==> src/logic/sd_cmd_pkg.sv <==
package sd_cmd_pkg;

    // ====================
    // Timing and sizes
    // ====================

    // clk_fast cycles per sd_clk period, must stay even
    localparam int SD_CLK_DIV        = 4;
    localparam int DIV_CNT_BITS      = $clog2(SD_CLK_DIV);
    localparam int CMD_BITS          = 48;
    localparam int CRC_BITS          = 7;
    // Start, transmission bit, index and arg
    localparam int CRC_COVER_BITS    = 40;
    // Idle bits skipped while the line turns around
    localparam int RESP_GAP_BITS     = 2;
    localparam int RESP_TIMEOUT_BITS = 64;

    // ====================
    // Vector types
    // ====================

    typedef logic [5:0]  cmd_index_t;
    typedef logic [31:0] cmd_arg_t;
    typedef logic [6:0]  crc7_t;
    typedef logic [47:0] token_t;
    typedef logic [5:0]  bit_count_t;
    typedef logic [6:0]  wait_count_t;

    // Taps of x^7 + x^3 + 1
    localparam crc7_t CRC7_POLY = 7'h09;

    // ====================
    // Enums and structs
    // ====================

    typedef enum logic {RESP_NONE, RESP_48} resp_kind_t;

    typedef enum logic [1:0] {TX_IDLE, TX_SHIFT, TX_CRC, TX_END} tx_state_t;

    typedef enum logic [2:0] {RX_IDLE, RX_GAP, RX_WAIT_START, RX_SHIFT, RX_CHECK} rx_state_t;

    typedef struct packed {
        cmd_index_t index;
        cmd_arg_t   arg;
        resp_kind_t resp_kind;
    } cmd_req_t;

    typedef struct packed {
        cmd_index_t index;
        cmd_arg_t   arg;
        logic       crc_err;
        logic       end_err;
        logic       timeout;
    } resp_result_t;

    // Drive at the sd_clk fall, sample at the rise
    typedef struct packed {
        logic drive;
        logic sample;
    } sd_strobe_t;

endpackage

==> src/logic/cmd_tx.sv <==
`timescale 1ns/1ps

module cmd_tx (
    input  logic                   clk_fast,
    input  logic                   init_resetPulse,
    input  sd_cmd_pkg::sd_strobe_t strobe,
    input  logic                   req_valid,
    input  sd_cmd_pkg::cmd_req_t   req,
    output logic                   ready,
    output logic                   cmd_out,
    output logic                   cmd_oe,
    output logic                   done,
    output sd_cmd_pkg::resp_kind_t finished_kind
);
    import sd_cmd_pkg::*;

    tx_state_t                 state;
    bit_count_t                bit_cnt;
    logic [CRC_COVER_BITS-1:0] shreg;
    logic                      accept;
    logic                      crc_shift;
    crc7_t                     crc;

    assign ready  = (state == TX_IDLE);
    assign accept = req_valid && ready;

    // Covered bits pass through the CRC as they go onto the line
    assign crc_shift = (state == TX_SHIFT) && strobe.drive;

    crc7_gen u_crc (
        .clk_fast        (clk_fast),
        .init_resetPulse (init_resetPulse),
        .clear           (accept),
        .shift           (crc_shift),
        .bit_in          (shreg[CRC_COVER_BITS-1]),
        .crc             (crc)
    );

    // ====================
    // Control FSM
    // ====================
    always_ff @(posedge clk_fast) begin
        if (init_resetPulse) begin
            state         <= TX_IDLE;
            bit_cnt       <= '0;
            cmd_out       <= 1'b1;
            cmd_oe        <= 1'b0;
            done          <= 1'b0;
            finished_kind <= RESP_NONE;
        end else begin
            done <= 1'b0;
            case (state)
                TX_IDLE: begin
                    if (accept) begin
                        finished_kind <= req.resp_kind;
                        bit_cnt       <= '0;
                        state         <= TX_SHIFT;
                    end
                end
                TX_SHIFT: begin
                    if (strobe.drive) begin
                        cmd_out <= shreg[CRC_COVER_BITS-1];
                        cmd_oe  <= 1'b1;
                        if (bit_cnt == bit_count_t'(CRC_COVER_BITS - 1)) begin
                            bit_cnt <= '0;
                            state   <= TX_CRC;
                        end else begin
                            bit_cnt <= bit_cnt + 1'b1;
                        end
                    end
                end
                TX_CRC: begin
                    if (strobe.drive) begin
                        if (bit_cnt == bit_count_t'(CRC_BITS)) begin
                            // End bit follows the last CRC bit
                            cmd_out <= 1'b1;
                            state   <= TX_END;
                        end else begin
                            cmd_out <= crc[CRC_BITS - 1 - int'(bit_cnt)];
                            bit_cnt <= bit_cnt + 1'b1;
                        end
                    end
                end
                TX_END: begin
                    // Release the line as the end bit period closes
                    if (strobe.drive) begin
                        cmd_oe <= 1'b0;
                        done   <= 1'b1;
                        state  <= TX_IDLE;
                    end
                end
                default: state <= TX_IDLE;
            endcase
        end
    end

    // Token head, MSB goes out first
    always_ff @(posedge clk_fast) begin
        if (accept) begin
            shreg <= {1'b0, 1'b1, req.index, req.arg};
        end else if (crc_shift) begin
            shreg <= {shreg[CRC_COVER_BITS-2:0], 1'b0};
        end
    end

endmodule

==> src/logic/crc7_gen.sv <==
`timescale 1ns/1ps

module crc7_gen (
    input  logic              clk_fast,
    input  logic              init_resetPulse,
    input  logic              clear,
    input  logic              shift,
    input  logic              bit_in,
    output sd_cmd_pkg::crc7_t crc
);
    import sd_cmd_pkg::*;

    logic feedback;

    // MSB first, new bit meets the top of the register
    assign feedback = bit_in ^ crc[CRC_BITS-1];

    always_ff @(posedge clk_fast) begin
        if (init_resetPulse || clear) begin
            crc <= '0;
        end else if (shift) begin
            crc <= {crc[CRC_BITS-2:0], 1'b0} ^ (feedback ? CRC7_POLY : crc7_t'(0));
        end
    end

endmodule

==> src/logic/resp_rx.sv <==
`timescale 1ns/1ps

module resp_rx (
    input  logic                     clk_fast,
    input  logic                     init_resetPulse,
    input  sd_cmd_pkg::sd_strobe_t   strobe,
    input  logic                     tx_done,
    input  sd_cmd_pkg::resp_kind_t   tx_kind,
    input  logic                     cmd_in,
    output logic                     busy,
    output logic                     resp_valid,
    output sd_cmd_pkg::resp_result_t resp_result
);
    import sd_cmd_pkg::*;

    rx_state_t   state;
    bit_count_t  bit_cnt;
    wait_count_t wait_cnt;
    token_t      shreg;
    logic        cmd_in_q;
    logic        arm;
    logic        timed_out;
    logic        capture;
    logic        crc_shift;
    crc7_t       crc;

    assign arm = tx_done && (tx_kind == RESP_48);

    // Busy already in the arming cycle so cmd_ready stays low
    assign busy = (state != RX_IDLE) || arm;

    // Start bit counts as bit 0 of the token
    assign capture = strobe.sample &&
                     (((state == RX_WAIT_START) && !cmd_in_q) || (state == RX_SHIFT));
    assign crc_shift = capture && (bit_cnt < bit_count_t'(CRC_COVER_BITS));

    crc7_gen u_crc (
        .clk_fast        (clk_fast),
        .init_resetPulse (init_resetPulse),
        .clear           (arm),
        .shift           (crc_shift),
        .bit_in          (cmd_in_q),
        .crc             (crc)
    );

    // ====================
    // Receive FSM
    // ====================
    always_ff @(posedge clk_fast) begin
        if (init_resetPulse) begin
            state      <= RX_IDLE;
            bit_cnt    <= '0;
            wait_cnt   <= '0;
            timed_out  <= 1'b0;
            cmd_in_q   <= 1'b1;
            resp_valid <= 1'b0;
        end else begin
            cmd_in_q   <= cmd_in;
            resp_valid <= 1'b0;
            case (state)
                RX_IDLE: begin
                    if (arm) begin
                        bit_cnt   <= '0;
                        wait_cnt  <= '0;
                        timed_out <= 1'b0;
                        state     <= RX_GAP;
                    end
                end
                RX_GAP: begin
                    if (strobe.sample) begin
                        if (bit_cnt == bit_count_t'(RESP_GAP_BITS - 1)) begin
                            bit_cnt <= '0;
                            state   <= RX_WAIT_START;
                        end else begin
                            bit_cnt <= bit_cnt + 1'b1;
                        end
                    end
                end
                RX_WAIT_START: begin
                    if (strobe.sample) begin
                        if (!cmd_in_q) begin
                            bit_cnt <= bit_count_t'(1);
                            state   <= RX_SHIFT;
                        end else if (wait_cnt == wait_count_t'(RESP_TIMEOUT_BITS - 1)) begin
                            timed_out <= 1'b1;
                            state     <= RX_CHECK;
                        end else begin
                            wait_cnt <= wait_cnt + 1'b1;
                        end
                    end
                end
                RX_SHIFT: begin
                    if (strobe.sample) begin
                        if (bit_cnt == bit_count_t'(CMD_BITS - 1)) begin
                            state <= RX_CHECK;
                        end else begin
                            bit_cnt <= bit_cnt + 1'b1;
                        end
                    end
                end
                RX_CHECK: begin
                    resp_valid <= 1'b1;
                    state      <= RX_IDLE;
                end
                default: state <= RX_IDLE;
            endcase
        end
    end

    always_ff @(posedge clk_fast) begin
        if (capture) begin
            shreg <= {shreg[CMD_BITS-2:0], cmd_in_q};
        end
    end

    // Token: start, tx bit, index[45:40], arg[39:8], crc[7:1], end[0]
    always_ff @(posedge clk_fast) begin
        if (state == RX_CHECK) begin
            if (timed_out) begin
                resp_result         <= '0;
                resp_result.timeout <= 1'b1;
            end else begin
                resp_result.index   <= shreg[45:40];
                resp_result.arg     <= shreg[39:8];
                resp_result.crc_err <= (shreg[7:1] != crc);
                resp_result.end_err <= !shreg[0];
                resp_result.timeout <= 1'b0;
            end
        end
    end

endmodule

==> src/logic/sd_clk_gen.sv <==
`timescale 1ns/1ps

module sd_clk_gen (
    input  logic                   clk_fast,
    input  logic                   init_resetPulse,
    output logic                   sd_clk,
    output sd_cmd_pkg::sd_strobe_t strobe
);
    import sd_cmd_pkg::*;

    logic [DIV_CNT_BITS-1:0] div_cnt;
    logic                    half_edge;
    logic                    wrap_edge;
    logic                    toggle;

    // sd_clk flips at the half period and at the wrap
    assign half_edge = (div_cnt == DIV_CNT_BITS'(SD_CLK_DIV / 2 - 1));
    assign wrap_edge = (div_cnt == DIV_CNT_BITS'(SD_CLK_DIV - 1));
    assign toggle    = half_edge || wrap_edge;

    always_ff @(posedge clk_fast) begin
        if (init_resetPulse) begin
            div_cnt <= '0;
            sd_clk  <= 1'b0;
            strobe  <= '0;
        end else begin
            div_cnt <= wrap_edge ? '0 : div_cnt + 1'b1;
            if (toggle) begin
                sd_clk <= ~sd_clk;
            end
            // Strobes are registered with sd_clk so they share its edge
            strobe.sample <= toggle && !sd_clk;
            strobe.drive  <= toggle && sd_clk;
        end
    end

endmodule

==> src/logic/sd_cmd_host.sv <==
`timescale 1ns/1ps

module sd_cmd_host (
    input  logic                     clk_fast,
    input  logic                     init_resetPulse,
    input  logic                     cmd_valid,
    input  sd_cmd_pkg::cmd_req_t     cmd_req,
    output logic                     cmd_ready,
    output logic                     cmd_done,
    output logic                     resp_valid,
    output sd_cmd_pkg::resp_result_t resp_result,
    output logic                     sd_clk,
    output logic                     sd_cmd_out,
    output logic                     sd_cmd_oe,
    input  logic                     sd_cmd_in
);
    import sd_cmd_pkg::*;

    sd_strobe_t strobe;
    logic       tx_ready;
    resp_kind_t tx_kind;
    logic       rx_busy;

    // A new command waits until any response has been reported
    assign cmd_ready = tx_ready && !rx_busy;

    // ====================
    // Clock generator
    // ====================
    sd_clk_gen u_clk_gen (
        .clk_fast        (clk_fast),
        .init_resetPulse (init_resetPulse),
        .sd_clk          (sd_clk),
        .strobe          (strobe)
    );

    // ====================
    // Command path
    // ====================
    cmd_tx u_cmd_tx (
        .clk_fast        (clk_fast),
        .init_resetPulse (init_resetPulse),
        .strobe          (strobe),
        .req_valid       (cmd_valid && !rx_busy),
        .req             (cmd_req),
        .ready           (tx_ready),
        .cmd_out         (sd_cmd_out),
        .cmd_oe          (sd_cmd_oe),
        .done            (cmd_done),
        .finished_kind   (tx_kind)
    );

    // ====================
    // Response path
    // ====================
    resp_rx u_resp_rx (
        .clk_fast        (clk_fast),
        .init_resetPulse (init_resetPulse),
        .strobe          (strobe),
        .tx_done         (cmd_done),
        .tx_kind         (tx_kind),
        .cmd_in          (sd_cmd_in),
        .busy            (rx_busy),
        .resp_valid      (resp_valid),
        .resp_result     (resp_result)
    );

endmodule

==> config.mk <==
export PLATFORM = sky130hd
export DESIGN_NAME = sd_cmd_host
export DESIGN_NICKNAME = d
export VERILOG_FILES = /design/src/logic/sd_cmd_pkg.sv /design/src/logic/cmd_tx.sv /design/src/logic/crc7_gen.sv /design/src/logic/resp_rx.sv /design/src/logic/sd_clk_gen.sv /design/src/logic/sd_cmd_host.sv
export SDC_FILE = /design/constraint.sdc
export NUM_CORES = 1
export LEC_CHECK = 0
export CELL_PAD_IN_SITES_DETAIL_PLACEMENT = 1
export CELL_PAD_IN_SITES_GLOBAL_PLACEMENT = 1
export CORE_MARGIN = 3
export CORE_UTILIZATION = 45
export CTS_BUF_LIST = sky130_fd_sc_hd__clkbuf_2
export DETAILED_ROUTE_END_ITERATION = 10
export DONT_BUFFER_PORTS = 1
export PLACE_DENSITY_LB_ADDON = 0.08
export SLEW_MARGIN = 20
export SYNTH_ARGS = -nofsm -noshare
export SYNTH_HDL_FRONTEND = slang
export SYNTH_HIERARCHICAL = 1
export SYNTH_SLANG_ARGS = --single-unit
==> constraint.sdc <==
create_clock -name clk_fast -period 5.35 [get_ports clk_fast]
set_input_delay 0.535 -clock clk_fast [delete_from_list [all_inputs] [get_ports clk_fast]]
set_output_delay 0.535 -clock clk_fast [all_outputs]
set_load 0.02 [all_outputs]
---- Word level (Yosys, flattened, before mapping) ----
Cells that the tools add are included.
Widths: inputs -> output; s select.
storage, ports and cells
  flip-flop bits (word level) ............. 177
  bits of input ports ..................... 43
  output and inout port bits .............. 47
  word-level logic and storage cells ...... 169
cells by class
  add/subtract/negate cells ............... 5
  order comparisons ....................... 2
  equal/unequal tests ..................... 34
  multiplexer cells ....................... 57
  bitwise operators ....................... 6
  reductions and logical operators ........ 39
operators by type and width
  kind                 count
  $mux 38              2
  $mux 6               12
  $lt 32x5->1 const B  1
  $mux 7               4
  $ne 2x2->1 const B   13
  $mux 3               8
  $pmux 6 s4           1
  $pmux 6 s3           1
  $reduce_and 5->1     3
  $mux 1               14
  $pmux 7 s2           1
  $reduce_and 7->1     2
  $xor 7x4->7          2
  $add 6x1->6 const B  2
  $eq 6x6->1 const B   2
  $mux 2               6
  $pmux 3 s4           1
  $logic_and 1x1->1    10
  $ne 2x1->1 const B   5
  $mux 4               2
  $pmux 2 s4           1
  $reduce_bool 2->1    4
  $add 7x1->7 const B  1
  $eq 7x6->1 const B   1
  26 further kinds     44

---- Depth between registers and ports, before layout ----
Gate-level depths: netlist of the first run.
  word-level depth ........................ 7
  gate-level depth with buffers ........... 11

---- Modules after synthesis ----
The synthesis of the first run kept the hierarchy.
by module, submodules not included
  module       times used  cells each  area an instance (um^2)
  resp_rx      1           280         4124.0
  cmd_tx       1           194         2517.4
  crc7_gen     2           28          276.5
  sd_clk_gen   1           16          185.2
  sd_cmd_host  1           2           12.5

---- Worst setup path after synthesis of the first run ----
No wires, ideal clock.
  path type ............................... reg2reg
  start point ............................. reg u_resp_rx.state[1]
  end point ............................... reg u_resp_rx.u_crc.crc[3]
  library setup time ...................... 63 ps
  arrival ................................. 5229 ps
  slack ................................... 58 ps
  cell stages (with the launch flop) ...... 9
  buffers on the path ..................... 3
  clock period less this slack ............ 5292 ps
  path through ............................ dfxtp_1 > buf_6 > clkbuf_1 > nand2_1 > nor3_1 > o21a_1 > clkbuf_1 > or4b_1 > nand3_1
between the ends
  cells in the longest elaborated chain, start to end .. 5
  elaborated cells between the ends (all ways) .. 6
  those cells by class .................... eq/ne (2); reduce/logical (4)
RTL lines
  element                        line            source
  from (decl)                    resp_rx.sv:16   rx_state_t state;
  from (signal assigned)         resp_rx.sv:51   state <= RX_IDLE;
  from (signal assigned)         resp_rx.sv:66   state <= RX_GAP;
  from (signal assigned)         resp_rx.sv:73   state <= RX_WAIT_START;
  $eq 3x2->1                     resp_rx.sv:34   (((state == RX_WAIT_START) && !cmd_in_q) || (state == RX_SHIFT));
  $logic_and 1x1->1              resp_rx.sv:34
  $logic_or 1x1->1 (*)           resp_rx.sv:34
  $logic_and 1x1->1 (*)          resp_rx.sv:33   assign capture = strobe.sample &&
  named net u_resp_rx.capture    resp_rx.sv:23   logic capture;
  $logic_and 1x1->1 (*)          resp_rx.sv:35   assign crc_shift = capture && (bit_cnt < bit_count_t'(CRC_COVER_BITS));
  named net u_resp_rx.crc_shift  resp_rx.sv:24   logic crc_shift;
  to (signal assigned)           crc7_gen.sv:22  crc <= {crc[CRC_BITS-2:0], 1'b0} ^ (feedback ? CRC7_POLY : crc7_t'(0));
  to (decl)                      crc7_gen.sv:9   output sd_cmd_pkg::crc7_t crc
Mark *: on every way through the listed nets, which the timed path passes. The rest lies on a longest branch.
A chain may end at the register's enable or synchronous reset.

---- Final worst setup path of the first run ----
  start point ............................. reg u_resp_rx.state[1]
  end point ............................... out cmd_ready
between the ends
  cells in the longest elaborated chain, start to end .. 4
RTL lines
  element            line               source
  $reduce_bool 3->1  resp_rx.sv:30      assign busy = (state != RX_IDLE) || arm;
  $logic_or 1x1->1   resp_rx.sv:30
  named net rx_busy  sd_cmd_host.sv:22  logic rx_busy;
  $logic_not 1->1    sd_cmd_host.sv:25  assign cmd_ready = tx_ready && !rx_busy;
  $logic_and 1x1->1  sd_cmd_host.sv:25
  to (decl)          sd_cmd_host.sv:8   output logic cmd_ready,
The timed path passes the listed nets, and every way through them passes these cells.

==> reports/summary.txt, run 1 <==
====================================================================================
Total setup violations reported at the end of the flow                             0
Placer Congestion                                                              0.791
Pwr per Cell Area                                                        348 nW/um^2
Num Clock Sinks                                                                  177
Syn_area_per_cell                                                         13.5 sq um
Number of flops mapped to enable cells by yosys                                  125
First-pass detailed-route iteration total                                          4
Worst-Skew Late Latency                                                      0.73 ns
Detailed-route wire length                                              14,400 microns
Global-route wire length before repair                                  23,500 microns
Overall die width                                                        134 microns
Number of remaining DRC errors                                                     0
Top-Level Pins                                                                    90
Synthesis-stage register bit count                                               177
H-tree levels                                                                      4
Via count                                                                      4,420
PortBufs                                                                           0
Worst EP required                                                            4.82 ns
Setup Skew                                                                 0.0342 ns
Leak                                                                         2.73 nW
Worst relative slew slack                                                      0.564
Number of diodes                                                                   0
Critical-path cell list                                                 or4_1, nor2b_1
Cts hold-fix bufs                                                                 42
Number of gates given a new drive strength after cts                               0
Y dimension of the die                                                   134 microns
Most frequent cells in the layout                                       sky130_fd_sc_hd__edfxtp_1, sky130_fd_sc_hd__dfxtp_1, sky130_fd_sc_hd__nor2b_1
Highest net fanout along the worst path                                           17
Final-report hold violation count                                                  0
Via-per-instance ratio                                                          5.41
Overall global routing resource usage                                          0.164
Area of the core region                                                 16,000 sq um
Pin count of the biggest net entering global routing                              48
Crit path time final                                                         2.86 ns
Global route total overflow                                                        0
HPWL Detailed                                                           9230 microns
Maximum single-stage delay on the critical path                              0.64 ns
Achievable clock frequency                                                 0.350 GHz
Transition time at the pin with the least slew margin                       0.650 ns
Final setup slack of the worst path                                          2.49 ns
Slowest cell on the critical path                                       sky130_fd_sc_hd__or4_1
Antenna Nets Post-Route                                                            0
Syn Nets                                                                         601
Post-synthesis sequential area ratio                                           0.649
Dominant register cell in the synthesized netlist                       sky130_fd_sc_hd__edfxtp_1
Period utilisation layout                                                      0.534
Share of post-route cells with drive strength above 1                          0.156
Syn Std Cell Area                                                         7390 sq um
Clock root buffer master                                                sky130_fd_sc_hd__clkbuf_2
Worst vdd ir                                                              0.000179 V
Count of warnings emitted by yosys                                                 6
Count of standard-cell rows                                                       46
Clock tree from TritonCTS                                                       done
Total setup buffers inserted after CTS                                             0
Violation count after the first detailed-routing iteration                       203
Setup TNS after final layout                                                    0 ns
Status                                                                  finished clean
Final net count                                                                  642
Full die area                                                           18,000 sq um
Unrepaired setup endpoints after global routing                                false
Clock-pin slew on the worst setup and hold paths                             0.26 ns
Nature of the critical path endpoint                                      output pin
Buffer levels on the longest clock path                                            2
Initial antenna violation count                                                    2
Number of library cell types mapped by synthesis                                  72
Commonest non-fill, non-tap cell in the layout                          sky130_fd_sc_hd__edfxtp_1
Syn Inst Count                                                                   548
Number of global-route vias before repair                                      4,591
Worst hold path type                                                       in -> reg
Average wire length per cell after detail routing                       17.6 microns
Layout overhead on the synthesized area                                        11.6%
Number of maximum-capacitance violations                                           0
Type of element launching the critical path                                flip-flop
Type of the worst setup path                                              reg -> out
Pre-CTS setup slack                                                          2.65 ns
Initial core utilization                                                       0.462
Share of flip-flops with an asynchronous set or reset after synthesis              0
WP data arrival                                                              2.32 ns
CTS buffer count                                                                  17
Count of final max-slew check failures                                             0
====================================================================================
## stage by stage
stage	hold WS [ns]	instances	utilization	power [mW]	area, sq um
2_1_floorplan	0.418	548	-	2.10	7390
3_3_place_gp	0.428	744	0.475	2.18	7590
3_5_place_dp	0.429	744	0.475	2.20	7590
4_1_cts	0.0106	817	0.516	2.91	8250
5_1_grt	0.00928	817	0.516	3.03	8250
6_report	0.0989	817	0.516	2.87	8250
## routing by layer
layer  vias to the layer above  GRT usage  share of wire
met5                         -          0         0.0015
li1                       2129          -              -
met3                        17     0.0416          0.029
met4                         4     0.0509          0.012
met2                        73      0.273           0.50
met1                      2197      0.211           0.46
## synth_stat cells, drive strengths merged, types with 5 or more instances
cell type  instances  area share
edfxtp           125        0.51
dfxtp             52        0.14
nor2b             44       0.037
mux2              37       0.056
nor2              30       0.017
nand2             23       0.012
inv               18      0.0091
clkbuf            17      0.0088
a21oi             14      0.0095
mux2i             12       0.016
nand3             12      0.0081
nor3              12      0.0095
a211oi            10       0.010
ha                10       0.017
nand2b             9      0.0076
buf                8      0.0071
o21ai              8      0.0059
o31ai              7      0.0071
or3                7      0.0061
or4                6      0.0061
xnor2              6      0.0071
nand3b             5      0.0051
nand4              5      0.0042
or2                5      0.0042
## area by class of cell
class / count / area (sq um)
fillers: 1643 / 7750
clock buffers: 17 / 85.1
multi-input cells: 328 / 2420
flip-flops and latches: 177 / 4790
inverters: 18 / 67.6
well taps: 216 / 270
clock inverters: 14 / 143
repair buffers: 47 / 468
## worst max-delay path: cells and delay by family, from the launching register on
family           cells  cell delay [ns]
and+or+nand+nor      2             1.06
DFF                  1             0.55
## power breakdown
group          leakage (nW)  total [mW]  switching, mW  internal [mW]
combinational          1.03       0.506          0.275          0.231
clock                 0.130       0.668          0.487          0.181
sequential             1.57        1.69         0.0538           1.64
## sequential cells by signal, summed over array words and instances, names as in the netlist, 2 cells and up
name                   count
u_clk_gen/strobe           2
u_cmd_tx/u_crc/crc         7
u_resp_rx/shreg           46
u_cmd_tx/bit_cnt           6
u_resp_rx/wait_cnt         7
u_cmd_tx/state             2
u_cmd_tx/shreg            40
u_resp_rx/resp_result     41
u_resp_rx/state            3
u_resp_rx/u_crc/crc        7
u_resp_rx/bit_cnt          6
u_clk_gen/div_cnt          2
## worst paths after layout
kind	startpoint	end	slack (ns)	cells after the start
hold / removal	init_resetPulse	u_resp_rx/u_crc/crc[5]	0.1	2
setup / recovery	u_resp_rx/state[1]	cmd_ready	2.49	2
setup reg to reg	u_resp_rx/state[1]	u_resp_rx/u_crc/crc[3]	2.65	6
hold reg to reg	u_resp_rx/wait_cnt[6]	u_resp_rx/wait_cnt[6]	0.47	1
## cells by family after synthesis
logic type	after synthesis	share of synthesized area
buf+inv	43	0.0250
fa+ha+maj	10	0.0169
compound gates	77	0.0765
xor+xnor	10	0.0118
flops	177	0.649
mux	50	0.0757
simple gates	181	0.145
Note: power is estimated with default switching activity, not from simulation.
==> inputs of run 2 (changes only) <==
Clock period 5.35 ns to 2.4 ns, I/O delays scaled along.
==> reports/summary.txt, run 2 (synthesized netlist as in run 1, its figures left out) <==
=========================================================================
Status                                                       finished clean
Instance area after placement                                  7740 sq um   +1.9%
Worst-Skew Late Latency                                           0.73 ns   about the same
Unrepaired setup endpoints after global routing                     false
Filler cells                                                        1,639   -0.24%
Number of maximum-capacitance violations                                0   unchanged
Total setup violations reported at the end of the flow                  0   unchanged
Highest net fanout along the worst path                                 8   -9
Commonest non-fill, non-tap cell in the layout               sky130_fd_sc_hd__edfxtp_1
Transition time at the pin with the least slew margin            0.596 ns   -0.0535 ns
Achievable clock frequency                                      0.436 GHz
Pwr per Cell Area                                             785 nW/um^2   +130%
Initial antenna violation count                                         1   -1
Total setup buffers inserted after CTS                                  0   unchanged
Finished Cell Area                                             8460 sq um   +2.6%
Antenna Nets Post-Route                                                 0   unchanged
Register with the highest flop count                         u_resp_rx/shreg
Placer Congestion                                                   0.803   +1.5%
Final setup slack of the worst path                              0.109 ns   -2.39 ns
Register-to-register path setup slack                             0.11 ns   -2.54 ns
Layout overhead on the synthesized area                             14.5%
Type of element launching the critical path                     flip-flop
Via count                                                           4,486   +1.5%
Number of global-route vias before repair                           4,713   +2.7%
Detailed-route wire length                                   14,700 microns   +2.7%
Pin count of the biggest net entering global routing                   47   -2.1%
Clock root buffer master                                     sky130_fd_sc_hd__clkbuf_2
Final net count                                                       655   +2.0%
Global-route wire length before repair                       24,200 microns   +3.1%
Worst relative slew slack                                           0.597   +0.0329
Global route total overflow                                             0   unchanged
Power spent charging and discharging nets                         1.87 mW   +130%
Most frequent cells in the layout                            sky130_fd_sc_hd__edfxtp_1, sky130_fd_sc_hd__dfxtp_1, sky130_fd_sc_hd__dlygate4sd3_1
Worst hold path type                                            in -> reg
H-tree levels                                                           4   unchanged
Setup Skew                                                      0.0434 ns   +0.00922 ns
HPWL Detailed                                                9710 microns   +5.2%
Final-report hold violation count                                       0   unchanged
Max FFs per register                                                   46   unchanged
Overall die width                                             134 microns   unchanged
Crit path time final                                              2.29 ns
Initial core utilization                                            0.462   unchanged
Num Clock Sinks                                                       177   unchanged
Pre-CTS setup slack                                             0.0324 ns   -2.62 ns
Clock-pin slew on the worst setup and hold paths                  0.25 ns   about the same
Relative contribution of sequential cells to total power            0.567   -0.023
Clock network fraction of total power                               0.245   +0.012
Post-Layout Cell Count                                                832   +1.8%
Placed Cells                                                          755   +1.5%
Worst vdd ir                                                   0.000414 V   +130%
Count of final max-slew check failures                                  0   unchanged
Top-Level Pins                                                         90   unchanged
Y dimension of the die                                        134 microns   unchanged
Count of standard-cell rows                                            46   unchanged
Area of the core region                                      16,000 sq um   unchanged
Period utilisation layout                                           0.955
Average wire length per cell after detail routing            17.7 microns   +0.88%
Clock tree from TritonCTS                                            done
Full die area                                                18,000 sq um   unchanged
WP data arrival                                                   2.94 ns   +0.62 ns
Overall global routing resource usage                               0.170   +0.00618
CTS buffer count                                                       17   unchanged
PortBufs                                                                0   unchanged
First-pass detailed-route iteration total                               4   unchanged
Int Pwr                                                           4.78 mW   +130%
Share of post-route cells with drive strength above 1               0.182   +0.0257
Via-per-instance ratio                                               5.39   -0.34%
Switching power as a share of total power                           0.281   -0.00348
Combinational Power Share                                           0.188   +0.011
Violation count after the first detailed-routing iteration            213   +4.9%
Number of remaining DRC errors                                          0   unchanged
Buffer levels on the longest clock path                                 2   unchanged
Type of the worst setup path                                   reg -> reg
Biggest regs                                                 u_resp_rx/shreg: 46 flops, u_resp_rx/resp_result: 41 flops, u_cmd_tx/shreg: 40 flops
Worst EP required                                                 3.05 ns   -1.77 ns
Leak                                                              2.84 nW   +4.1%
Nature of the critical path endpoint                            flip-flop
=========================================================================
[run 2: cell count changes in the layout (fill, tap and decap cells not counted), sizes merged, moves of 2 or more]
cell         delta
clkinv          +2
clkinvlp        -2
buf            +11
dlygate4sd3     +2
[run 2: path summary, 6_finish.rpt]
path                            from                   to  cells after the start
setup / recovery       u_cmd_tx/done  u_cmd_tx/bit_cnt[5]                      7
hold / removal             sd_cmd_in   u_resp_rx/cmd_in_q                      2
setup reg to reg       u_cmd_tx/done  u_cmd_tx/bit_cnt[5]                      7
hold reg to reg   u_resp_rx/shreg[9]  u_resp_rx/shreg[10]                      0
[run 2: layer usage]
metal	up-vias	GRT usage	share of wire
li1	2162	-	-
met1	2245	0.209	0.46
met2	69	0.296	0.51
met3	10	0.0390	0.025
met4	0	0.0560	0.0096
met5	-	0	0
[run 2: through the flow]
stage	hold slack [ns]	TNS, ns	total power [mW]	utilization
finish	0.158	0	6.64	0.529
detailed placement	0.316	0	5.00	0.484
CTS	0.0523	0	6.72	0.528
floorplan	0.309	-16.66	4.68	-
global placement	0.314	0	4.94	0.484
global route	0.0387	0	7.00	0.529
[run 2: repair_timing]
item,4_1_cts,5_1_grt
setup endpoints to repair,2,4
gates resized for setup,2,2
endpoints found under the hold margin,89,0
hold buffers,44,0
[run 2: final cells by class]
cell class	instances	area [sq um]	area share
sequential	177	4800	0.567
clock inverter	14	170	0.0201
inverter	18	67.6	0.00798
clock buffer	18	90.1	0.0106
timing repair buffer	60	608	0.0719
tap	216	270	0.0319
multi-input combinational	328	2460	0.290
antenna	1	2.50	0.000296
[run 2: power by group through the flow]
stage / sequential, mW / combinational (mW) / clock, mW
3_3_place_gp: 3.82 / 1.12 / 0
2_1_floorplan: 3.79 / 0.888 / 0
4_1_cts: 3.77 / 1.25 / 1.71
5_1_grt: 3.81 / 1.37 / 1.82
3_5_place_dp: 3.83 / 1.17 / 0
6_report: 3.77 / 1.25 / 1.63
[run 2: critical path: stages, from the launching register on]
cell and delay, ns:
sky130_fd_sc_hd__dfxtp_1 0.37, sky130_fd_sc_hd__and2_1 0.17, sky130_fd_sc_hd__or4_4 0.44, sky130_fd_sc_hd__nor2b_2 0.15, sky130_fd_sc_hd__nand2b_1 0.16, sky130_fd_sc_hd__o21ai_2 0.13
sky130_fd_sc_hd__or4_1 0.55, sky130_fd_sc_hd__a211oi_1 0.26
==> inputs of run 3 (changes only) <==
Settings changed: CORE_UTILIZATION 45 to 40.
==> reports/summary.txt, run 3 (synthesized netlist as in run 1, its figures left out) <==
=========================================================================
Status                                                       finished clean
Count of final max-slew check failures                                  0   unchanged
Number of remaining DRC errors                                          0   unchanged
Overall global routing resource usage                               0.153   -0.0166
Period utilisation layout                                           0.939   -0.0156
Power spent charging and discharging nets                         1.93 mW   +3.3%
Critical-path cell list                                      and2_1, or4_4, nor2b_2, nand2b_1, o21ai_2, buf_4, or3b_1, a211oi_1
Worst vdd ir                                                   0.000434 V   +4.7%
Count of standard-cell rows                                            49   +6.5%
Post-Layout Cell Count                                                846   +1.7%
Clock tree from TritonCTS                                            done
Biggest regs                                                 u_resp_rx/shreg: 46 flops, u_resp_rx/resp_result: 41 flops, u_cmd_tx/shreg: 40 flops
Violation count after the first detailed-routing iteration            198   -7.0%
Num Clock Sinks                                                       177   unchanged
Type of element launching the critical path                     flip-flop
Placed Cells                                                          768   +1.7%
Global route total overflow                                             0   unchanged
Top-Level Pins                                                         90   unchanged
Transition time at the pin with the least slew margin            0.647 ns   +0.0505 ns
Highest net fanout along the worst path                                 6   -2
CTS buffer count                                                       17   unchanged
Buffer levels on the longest clock path                                 2   unchanged
H-tree levels                                                           4   unchanged
Achievable clock frequency                                      0.444 GHz   +1.7%
Unrepaired setup endpoints after global routing                     false
Worst relative slew slack                                           0.568   -0.0286
Number of maximum-capacitance violations                                0   unchanged
Register with the highest flop count                         u_resp_rx/shreg
Filler cells                                                        1,842   +12%
First-pass detailed-route iteration total                               6   +2
Clock network fraction of total power                               0.234   -0.011
Initial core utilization                                            0.409   -0.0533
Nature of the critical path endpoint                            flip-flop
Final-report hold violation count                                       0   unchanged
Share of post-route cells with drive strength above 1               0.183   +0.00133
Type of the worst setup path                                   reg -> reg
Clock-pin slew on the worst setup and hold paths                  0.27 ns   +0.02 ns
Final design utilization                                            0.469   -0.0595
Worst hold path type                                            in -> reg
Antenna Nets Post-Route                                                 0   unchanged
Y dimension of the die                                        142 microns   +5.8%
Pin count of the biggest net entering global routing                   47   unchanged
PortBufs                                                                0   unchanged
Int Pwr                                                           4.62 mW   -3.4%
Full die area                                                20,100 sq um   +12%
Area of the core region                                      18,100 sq um   +13%
Slowest cell on the critical path                            sky130_fd_sc_hd__or4_4
HPWL Detailed                                                9860 microns   +1.5%
Number of global-route vias before repair                           4,717   +0.085%
Initial antenna violation count                                         1   unchanged
Worst-Skew Late Latency                                           0.74 ns   about the same
Average wire length per cell after detail routing            17.5 microns   -1.4%
Delay-heaviest family, CP                                    simple AND/OR/NAND/NOR gates
Buffers plus inverters on the worst setup path                          1   +1
Pwr per Cell Area                                             771 nW/um^2   -1.8%
WP data arrival                                                   2.92 ns   -0.02 ns
Leak                                                              2.86 nW   +0.49%
Final net count                                                       656   +0.15%
Maximum single-stage delay on the critical path                   0.46 ns   -0.09 ns
Switching power as a share of total power                           0.295   +0.0136
Combinational Power Share                                           0.191   +0.003
Commonest non-fill, non-tap cell in the layout               sky130_fd_sc_hd__edfxtp_1
Layout overhead on the synthesized area                             14.8%
Via-per-instance ratio                                               5.29   -1.9%
Via count                                                           4,475   -0.25%
Worst EP required                                                 3.06 ns   about the same
Crit path time final                                              2.25 ns   -0.0375 ns
Placer Congestion                                                   0.785   -2.3%
Overall die width                                             142 microns   +5.8%
Most frequent cells in the layout                            sky130_fd_sc_hd__edfxtp_1, sky130_fd_sc_hd__dfxtp_1, sky130_fd_sc_hd__dlygate4sd3_1
Relative contribution of sequential cells to total power            0.575   +0.008
Total setup violations reported at the end of the flow                  0   unchanged
Setup Skew                                                      0.0431 ns   -0.000307 ns
Max FFs per register                                                   46   unchanged
Clock root buffer master                                     sky130_fd_sc_hd__clkbuf_2
Global-route wire length before repair                       24,500 microns   +1.1%
Detailed-route wire length                                   14,800 microns   +0.31%
=========================================================================
run 3: changes by cell type in the layout (fill, tap and decap cells not counted), moves of 2 or more:
cell                         change
sky130_fd_sc_hd__bufinv_16       -2
sky130_fd_sc_hd__inv_6           -4
sky130_fd_sc_hd__clkinv_8        +3
sky130_fd_sc_hd__clkinvlp_4      -2
sky130_fd_sc_hd__clkinv_4        +3
sky130_fd_sc_hd__inv_8           +3
run 3: final cells by class:
class	count	area [sq um]	share of cell area
Clock inverter	14	165	0.0195
Antenna cell	1	2.50	0.000295
Tap cell	229	287	0.0338
Sequential cell	177	4800	0.565
Multi-Input combinational cell	328	2460	0.290
Inverter	18	67.6	0.00796
Clock buffer	18	90.1	0.0106
Timing Repair Buffer	61	618	0.0728
run 3: worst paths after layout:
path	cells past startpoint	endpoint	slack, ns	startpoint
setup / recovery	8	u_cmd_tx/bit_cnt[1]	0.15	u_cmd_tx/done
setup reg to reg	8	u_cmd_tx/bit_cnt[1]	0.15	u_cmd_tx/done
hold reg to reg	0	u_resp_rx/shreg[21]	0.46	u_resp_rx/shreg[20]
hold / removal	3	u_cmd_tx/finished_kind	0.22	cmd_req[0]
run 3: through the flow:
step / instance area (sq um) / worst slack [ns] / power, mW / TNS, ns / hold WS [ns]
after floorplan: 7440 / -0.372 / 4.68 / -16.66 / 0.309
after global placement: 7750 / 0.185 / 4.96 / 0 / 0.315
after detailed placement: 7750 / 0.0885 / 5.00 / 0 / 0.316
after CTS: 8460 / 0.0117 / 6.64 / 0 / 0.0250
after global routing: 8490 / 0.0238 / 6.92 / 0 / 0.106
final: 8490 / 0.146 / 6.54 / 0 / 0.216
run 3: layer usage:
| metal | share of wire | global-route usage | routed length (microns) | up-vias |
|---|---|---|---|---|
| met4 | 0.012 | 0.0470 | 181 | 0 |
| met2 | 0.50 | 0.264 | 7450 | 81 |
| met3 | 0.032 | 0.0370 | 470 | 13 |
| li1 | - | - | - | 2160 |
| met1 | 0.45 | 0.191 | 6690 | 2221 |
| met5 | 0 | 0 | 0 | - |
run 3: what timing repair did:
item / in CTS / in global routing
hold endpoints to repair: 89 / 1
cloned: 0 / 0
gates resized for setup: 1 / 5
endpoints found under the setup margin: 1 / 38
hold buffers: 44 / 1
setup buffers: 0 / 0
run 3: worst reg2reg max path: cells and delay by family (launching register included):
kind / cells / cell delay, ns
AOI/OAI and AO/OA: 2 / 0.33
buffers and inverters: 1 / 0.17
and+or+nand+nor: 5 / 1.34
DFF: 1 / 0.38
run 3: power by group through the flow:
stage	clock network, mW	registers, mW	logic, mW
floorplan	0	3.79	0.888
global placement	0	3.82	1.14
detailed placement	0	3.83	1.17
CTS	1.63	3.77	1.24
global route	1.74	3.80	1.39
finish	1.53	3.76	1.25
